### config.mk
export PLATFORM = sky130hd
export DESIGN_NAME = node_readdata_top
export DESIGN_NICKNAME = d
export VERILOG_FILES = /design/src/rtl/mopshub_pkg.sv /design/src/rtl/rec_pending_flags.sv /design/src/rtl/bus_scan_counter.sv /design/src/rtl/ack_timer.sv /design/src/rtl/readdata_latch.sv /design/src/rtl/node_readdata_sm.sv /design/src/rtl/node_readdata_top.sv
export SDC_FILE = /design/constraint.sdc
export NUM_CORES = 1
export LEC_CHECK = 0
export ABC_AREA = 1
export BUFFER_PORTS_ARGS = -buffer_cell sky130_fd_sc_hd__clkbuf_2
export CAP_MARGIN = 20
export CORE_AREA = 4 4 222 224
export DETAILED_ROUTE_END_ITERATION = 8
export DIE_AREA = 0 0 226 228
export HOLD_SLACK_MARGIN = 0.06
export SLEW_MARGIN = 20
export SYNTH_ARGS = -nofsm -noshare
export SYNTH_HDL_FRONTEND = slang
export SYNTH_SLANG_ARGS = --single-unit
export TNS_END_PERCENT = 5
### constraint.sdc
create_clock -name clock -period 2.42 [get_ports clock]
set_input_delay 0.363 -clock clock [delete_from_list [all_inputs] [get_ports clock]]
set_output_delay 0.363 -clock clock [all_outputs]
set_load 0.02 [all_outputs]
### src/rtl/mopshub_pkg.sv
// ####################
// shared sizes, types and state encoding for the receive side
// of the can hub node. every rtl block imports this package
// ####################

package mopshub_pkg;

   localparam int NUM_BUS     = 32;
   localparam int BUS_SEL_W   = 5;
   localparam int DATA_W      = 16;
   localparam int ACK_TIMEOUT = 200;   // cycles before the host is given up on

   // index of one can bus
   typedef logic [BUS_SEL_W-1:0] bus_sel_t;

   // word received from one bus controller
   typedef logic [DATA_W-1:0] bus_data_t;

   // one bit per bus
   typedef logic [NUM_BUS-1:0] bus_mask_t;

   // receive state machine
   typedef enum logic [1:0] {
      ST_IDLE     = 2'd0,   // nothing pending, pointer rests
      ST_SCAN     = 2'd1,   // walking the pointer
      ST_SERVE    = 2'd2,   // word captured, irq next
      ST_WAIT_ACK = 2'd3    // irq high, waiting on host
   } sm_state_t;

endpackage

### src/rtl/rec_pending_flags.sv
// ####################
// sticky receive-pending flags, one per can bus
// can_rec bits set them, the state machine clears the
// flag under the scan pointer when that bus is served
// ####################

`timescale 1ns/100ps

module rec_pending_flags (
   input  logic                   clock,
   input  logic                   reset,
   input  mopshub_pkg::bus_mask_t can_rec,
   input  logic                   clear_en,
   input  mopshub_pkg::bus_sel_t  ptr,
   output mopshub_pkg::bus_mask_t pending
);
   import mopshub_pkg::*;

   bus_mask_t clr_mask;   // one-hot of the served bus

   always_comb begin
      clr_mask = '0;
      if (clear_en) begin
         clr_mask[ptr] = 1'b1;
      end
   end

   // set wins over clear on the same bit
   always_ff @(posedge clock) begin
      if (reset) begin
         pending <= '0;
      end else begin
         pending <= (pending & ~clr_mask) | can_rec;
      end
   end

endmodule

### src/rtl/bus_scan_counter.sv
// ####################
// round-robin bus pointer for the receive scan
// steps by one on advance and wraps after the last bus
// ####################

`timescale 1ns/100ps

module bus_scan_counter (
   input  logic                  clock,
   input  logic                  reset,
   input  logic                  advance,
   output mopshub_pkg::bus_sel_t ptr
);
   import mopshub_pkg::*;

   localparam bus_sel_t LAST_BUS = bus_sel_t'(NUM_BUS - 1);

   bus_sel_t ptr_next;

   always_comb begin
      ptr_next = ptr;   // hold by default
      if (advance) begin
         if (ptr == LAST_BUS) begin
            ptr_next = '0;
         end else begin
            ptr_next = ptr + 1'b1;
         end
      end
   end

   always_ff @(posedge clock) begin
      if (reset) begin
         ptr <= '0;
      end else begin
         ptr <= ptr_next;
      end
   end

endmodule

### src/rtl/ack_timer.sv
// ####################
// acknowledge watchdog, counts cycles while the host owes
// an answer and flags expiry after ACK_TIMEOUT cycles
// ####################

`timescale 1ns/100ps

module ack_timer (
   input  logic clock,
   input  logic reset,
   input  logic timer_run,
   output logic expired
);
   import mopshub_pkg::*;

   logic [$clog2(ACK_TIMEOUT+1)-1:0] count;

   assign expired = (count == ACK_TIMEOUT);

   always_ff @(posedge clock) begin
      if (reset) begin
         count <= '0;
      end else if (!timer_run) begin
         count <= '0;   // restart for every wait
      end else if (!expired) begin
         count <= count + 1'b1;
      end
   end

endmodule

### src/rtl/readdata_latch.sv
// ####################
// lane select and holding registers for the host side
// word and bus number stay frozen until the next capture
// ####################

`timescale 1ns/100ps

module readdata_latch (
   input  logic                   clock,
   input  logic                   reset,
   input  logic                   capture,
   input  mopshub_pkg::bus_sel_t  ptr,
   input  mopshub_pkg::bus_data_t readdata_in [mopshub_pkg::NUM_BUS],
   output mopshub_pkg::bus_data_t readdata,
   output mopshub_pkg::bus_sel_t  bus_rec_select
);
   import mopshub_pkg::*;

   bus_data_t lane_word;

   assign lane_word = readdata_in[ptr];   // 32 to 1 mux

   always_ff @(posedge clock) begin
      if (reset) begin
         readdata       <= '0;
         bus_rec_select <= '0;
      end else if (capture) begin
         readdata       <= lane_word;
         bus_rec_select <= ptr;
      end
   end

endmodule

### src/rtl/node_readdata_sm.sv
// ####################
// receive state machine, walks the scan pointer over the
// pending flags, serves one bus at a time to the host and
// raises the irq, end-of-batch and timeout pulses
// ####################

`timescale 1ns/100ps

module node_readdata_sm (
   input  logic                   clock,
   input  logic                   reset,
   input  mopshub_pkg::bus_mask_t pending,
   input  mopshub_pkg::bus_sel_t  ptr,
   input  logic                   ireqsucrec,
   input  logic                   expired,
   output logic                   clear_en,
   output logic                   advance,
   output logic                   capture,
   output logic                   timer_run,
   output logic                   irq_can_rec,
   output logic                   choose_bus_end,
   output logic                   timeout_err
);
   import mopshub_pkg::*;

   sm_state_t state;
   sm_state_t next_state;
   logic      hit;    // pointed bus has a request
   logic      done;   // host answered or gave up
   logic      any_pending;

   assign hit         = pending[ptr];
   assign done        = ireqsucrec | expired;
   assign any_pending = |pending;

   always_comb begin
      next_state = state;
      clear_en   = 1'b0;
      advance    = 1'b0;
      capture    = 1'b0;
      timer_run  = 1'b0;
      case (state)
         ST_IDLE: begin
            if (any_pending) begin
               next_state = ST_SCAN;
            end
         end
         ST_SCAN: begin
            if (hit) begin
               capture    = 1'b1;   // lane word and ptr into the latch
               clear_en   = 1'b1;
               next_state = ST_SERVE;
            end else if (any_pending) begin
               advance = 1'b1;
            end else begin
               next_state = ST_IDLE;
            end
         end
         ST_SERVE: begin
            next_state = ST_WAIT_ACK;
         end
         ST_WAIT_ACK: begin
            if (done) begin
               advance = 1'b1;   // move past the served bus
               if (any_pending) begin
                  next_state = ST_SCAN;
               end else begin
                  next_state = ST_IDLE;
               end
            end else begin
               timer_run = 1'b1;
            end
         end
         default: begin
            next_state = ST_IDLE;
         end
      endcase
   end

   // registered outputs, irq follows the wait state
   always_ff @(posedge clock) begin
      if (reset) begin
         state          <= ST_IDLE;
         irq_can_rec    <= 1'b0;
         choose_bus_end <= 1'b0;
         timeout_err    <= 1'b0;
      end else begin
         state          <= next_state;
         irq_can_rec    <= (next_state == ST_WAIT_ACK);
         choose_bus_end <= (state == ST_WAIT_ACK) && (next_state == ST_IDLE);
         timeout_err    <= (state == ST_WAIT_ACK) && expired && !ireqsucrec;
      end
   end

endmodule

### src/rtl/node_readdata_top.sv
// ####################
// receive side of the can hub node
// collects words from 32 can buses and hands them one at a
// time to the host over irq_can_rec / ireqsucrec
// ####################

`timescale 1ns/100ps

module node_readdata_top (
   input  logic                   clock,
   input  logic                   reset,
   input  mopshub_pkg::bus_mask_t can_rec,
   input  mopshub_pkg::bus_data_t readdata_in [mopshub_pkg::NUM_BUS],
   input  logic                   ireqsucrec,
   output mopshub_pkg::bus_sel_t  bus_rec_select,
   output mopshub_pkg::bus_data_t readdata,
   output logic                   irq_can_rec,
   output logic                   choose_bus_end,
   output logic                   timeout_err
);
   import mopshub_pkg::*;

   bus_mask_t pending;
   bus_sel_t  ptr;
   logic      clear_en;
   logic      advance;
   logic      capture;
   logic      timer_run;
   logic      expired;

   rec_pending_flags flags_i (
      .clock    (clock),
      .reset    (reset),
      .can_rec  (can_rec),
      .clear_en (clear_en),
      .ptr      (ptr),
      .pending  (pending)
   );

   bus_scan_counter scan_i (
      .clock   (clock),
      .reset   (reset),
      .advance (advance),
      .ptr     (ptr)
   );

   ack_timer timer_i (
      .clock     (clock),
      .reset     (reset),
      .timer_run (timer_run),
      .expired   (expired)
   );

   readdata_latch latch_i (
      .clock          (clock),
      .reset          (reset),
      .capture        (capture),
      .ptr            (ptr),
      .readdata_in    (readdata_in),
      .readdata       (readdata),
      .bus_rec_select (bus_rec_select)
   );

   node_readdata_sm sm_i (
      .clock          (clock),
      .reset          (reset),
      .pending        (pending),
      .ptr            (ptr),
      .ireqsucrec     (ireqsucrec),
      .expired        (expired),
      .clear_en       (clear_en),
      .advance        (advance),
      .capture        (capture),
      .timer_run      (timer_run),
      .irq_can_rec    (irq_can_rec),
      .choose_bus_end (choose_bus_end),
      .timeout_err    (timeout_err)
   );

endmodule

==> impl_metrics.json <==
{
  "status": "finished, final reports clean",
  "cts_resized": 0,
  "synth.area.top_cells": "nor2_1, o21ai_0, dfxtp_1",
  "totalNegativeSetupSlack_ns": 0,
  "synth.net_count": 2176,
  "synth-edff-count": 0,
  "ys_ff_latch": 71,
  "layout_setup_ws_ns": 0.229,
  "rows": 80,
  "area_growth_pct": 48.5,
  "cts_tree": "yes",
  "cts_sinks": 71,
  "peakVddDrop_uv": 345,
  "startpoint": "scan_i.ptr[0]$_SDFFE_PP0P_",
  "fin_nets": 2706,
  "powerDensity_nw_per_um2": 806,
  "gp_congestion": 0.934,
  "post-place-ws_ns": 0.154,
  "crit_chain": "buf_12, buf_4, nor2_1, nor2_1, o21ai_0, o21ai_0, nand2_1, nand2_1, nor2_1, nand4_1, nor2_1, nor2_1",
  "synth_most_common_cell": "nor2_1",
  "synth_area_sq_um": 8270,
  "htreeDepth": 3,
  "worst-r2r-setup-slack_ns": 0.23,
  "grt-ovfl-total": 0,
  "avgSynthCellArea_sq_um": 5.10,
  "grt_pass1_wl_um": 76600,
  "track_usage_pct": 19.9,
  "drive_gt1_share_pct": 31.3,
  "hold_viol_final": 0,
  "setup-violations-final": 0,
  "boundaryPins": 571,
  "place_area_sq_um": 12000,
  "seq_area_frac_synth_pct": 17.2,
  "firstDrtPassIters": 5,
  "crit_path_max_fanout": 50,
  "antenna_found_initial": 11,
  "drt_iter0_drc": 667,
  "synth.top_cell.area_share_pct": 20.2,
  "grt_max_degree": 55,
  "clock_latency_ns": 0.34,
  "cts_buffers": 9,
  "die_w_um": 226,
  "synth_cells": 1622,
  "critPathSlowestCell": "nor2_1",
  "post-route-min-period_ns": 2.19,
  "synthArstFlopShare_pct": 0,
  "grt_pass1_vias": 12100,
  "dieArea_sq_um": 51500,
  "period_share_pct": 90.5,
  "chipHeight_um": 228,
  "core_area_sq_um": 47300,
  "path_common_cell": "nor2_1",
  "synth_largest_area_cell": "nor2_1",
  "io_buffers": 570,
  "crit_type": "reg -> reg",
  "synth_common_cells": "nor2_1, nand2_1, o21ai_0",
  "cts_buffer_depth": 2,
  "final_max_slew_viol_count": 0,
  "hold_buffers": 0,
  "cap_violations": 0,
  "ant_nets": 0,
  "synth_ff_type": "dfxtp_1",
  "clk_pin_slew_ns": 0.07,
  "start_util_pct": 17.5,
  "ys_warn_count": 0,
  "worstSetupEndpointType": "flip-flop",
  "worstHoldStart": "ireqsucrec",
  "drc": 0,
  "post_cts_buffers": 0,
  "avgViaCountPerCell": 4.52,
  "skew_ns": 0.0108,
  "routedWlPerCell_um": 19.8,
  "design_area_sq_um": 12300,
  "arrival_ns": 2.44,
  "routed_wl_um": 54900,
  "clockRootBuffer": "clkbuf_16",
  "r2r-start": "scan_i.ptr[0]$_SDFFE_PP0P_",
  "cp.required_ns": 2.67,
  "worstSetupStartpointType": "flip-flop",
  "critPathTopFamily": "simple AND/OR/NAND/NOR gates",
  "routed-via-count": 12500,
  "post-dp-hpwl_um": 46400,
  "leakage_nw": 6.34,
  "maxSlewHeadroom_pct": 65.9,
  "min_path_type": "in -> reg",
  "cpPeakStageDelay_ns": 0.39,
  "critPathBufInv": 2,
  "rsz0062_at_grt": "no",
  "synthDistinctLibCells": 28,
  "fmax_ghz": 0.456,
  "tightestPinTransition_ns": 0.506
}
## area by class of cell
class	instances	area (sq um)
antenna	4	10.0
clock buffer	9	225
clock inverter	7	61.3
fill	5587	35100
inverter	127	489
multi-input combinational	1307	5830
sequential	71	1430
tap	615	769
timing repair buffer	636	3470
## layer usage
metal  vias up  wire [um]  GRT usage (%)
met5         -         57              0
met4        10       1080           4.38
met3        61       4000           4.06
met2       536      26300           34.8
met1      5622      23400           25.1
li1       6312          -              -
## state kept, by name, indices dropped and copies added, names as in the netlist
| name | flops |
|---|---|
| flags_i.pending | 32 |
| latch_i.readdata | 16 |
| latch_i.bus_rec_select | 5 |
| scan_i.ptr | 5 |
| sm_i.irq_can_rec | 1 |
| sm_i.state | 2 |
| sm_i.choose_bus_end | 1 |
| timer_i.count | 8 |
| sm_i.timeout_err | 1 |
## kinds of logic (layout without fill, tap and decap cells)
family | after synthesis | in the layout | synth area share, %
adder cells (fa/ha/maj) | 7 | 7 | 1.06
flip-flops | 71 | 71 | 17.2
AO/OA/AOI/OAI | 429 | 429 | 26.9
other | 0 | 4 | 0
XOR/XNOR | 2 | 2 | 0.212
AND/OR/NAND/NOR | 869 | 869 | 41.8
buffers and inverters | 244 | 779 | 12.8
## placed cells by master, fill, tap and decap left out
master,netlist,routed
o21ai_1,36,36
nor2_2,4,5
clkinv_4,0,1
clkbuf_2,2,570
nor2_1,444,443
diode_2,0,4
nand2_2,1,1
nor3_4,0,6
clkbuf_16,0,9
o21ai_0,287,287
inv_6,0,4
buf_4,14,56
dfxtp_1,71,69
nor3b_1,2,2
nand2_1,328,328
nand3_1,58,58
nor3_1,7,7
nand2_4,1,1
inv_1,120,120
or2_2,2,2
buf_12,0,10
clkinvlp_4,0,2
o22ai_1,65,65
ha_1,7,7
a21oi_1,41,41
xor2_1,1,1
inv_8,0,2
clkinv_1,1,1
xnor2_1,1,1
dfxtp_4,0,2
inv_2,6,4
nand4_1,16,16
## path summary, 6_finish.rpt
check             cells past startpoint                          endpoint
setup / recovery                     12  latch_i.readdata[2]$_SDFFE_PP0P_
hold / removal                        2       sm_i.timeout_err$_SDFF_PP0_
setup reg to reg                     12  latch_i.readdata[2]$_SDFFE_PP0P_
hold reg to reg                       1     timer_i.count[0]$_SDFFE_PP0N_
## metrics by stage
| stage | hold WS [ns] | power, mW | instances | util (%) |
|---|---|---|---|---|
| 2_1_floorplan | 0.417 | 5.84 | 1622 | - |
| 5_1_grt | 0.194 | 10.8 | 2774 | 25.9 |
| 4_1_cts | 0.188 | 10.0 | 2772 | 25.9 |
| 3_5_place_dp | 0.441 | 8.68 | 2756 | 25.3 |
| 3_3_place_gp | 0.431 | 8.70 | 2756 | 25.3 |
| 6_report | 0.197 | 9.91 | 2776 | 25.9 |
## report_power, final
| part | switching [mW] | internal, mW |
|---|---|---|
| Combinational | 4.72 | 2.35 |
| Clock | 0.617 | 0.715 |
| Sequential | 0.150 | 1.36 |
No activity file was read; power rests on OpenSTA's default activity.
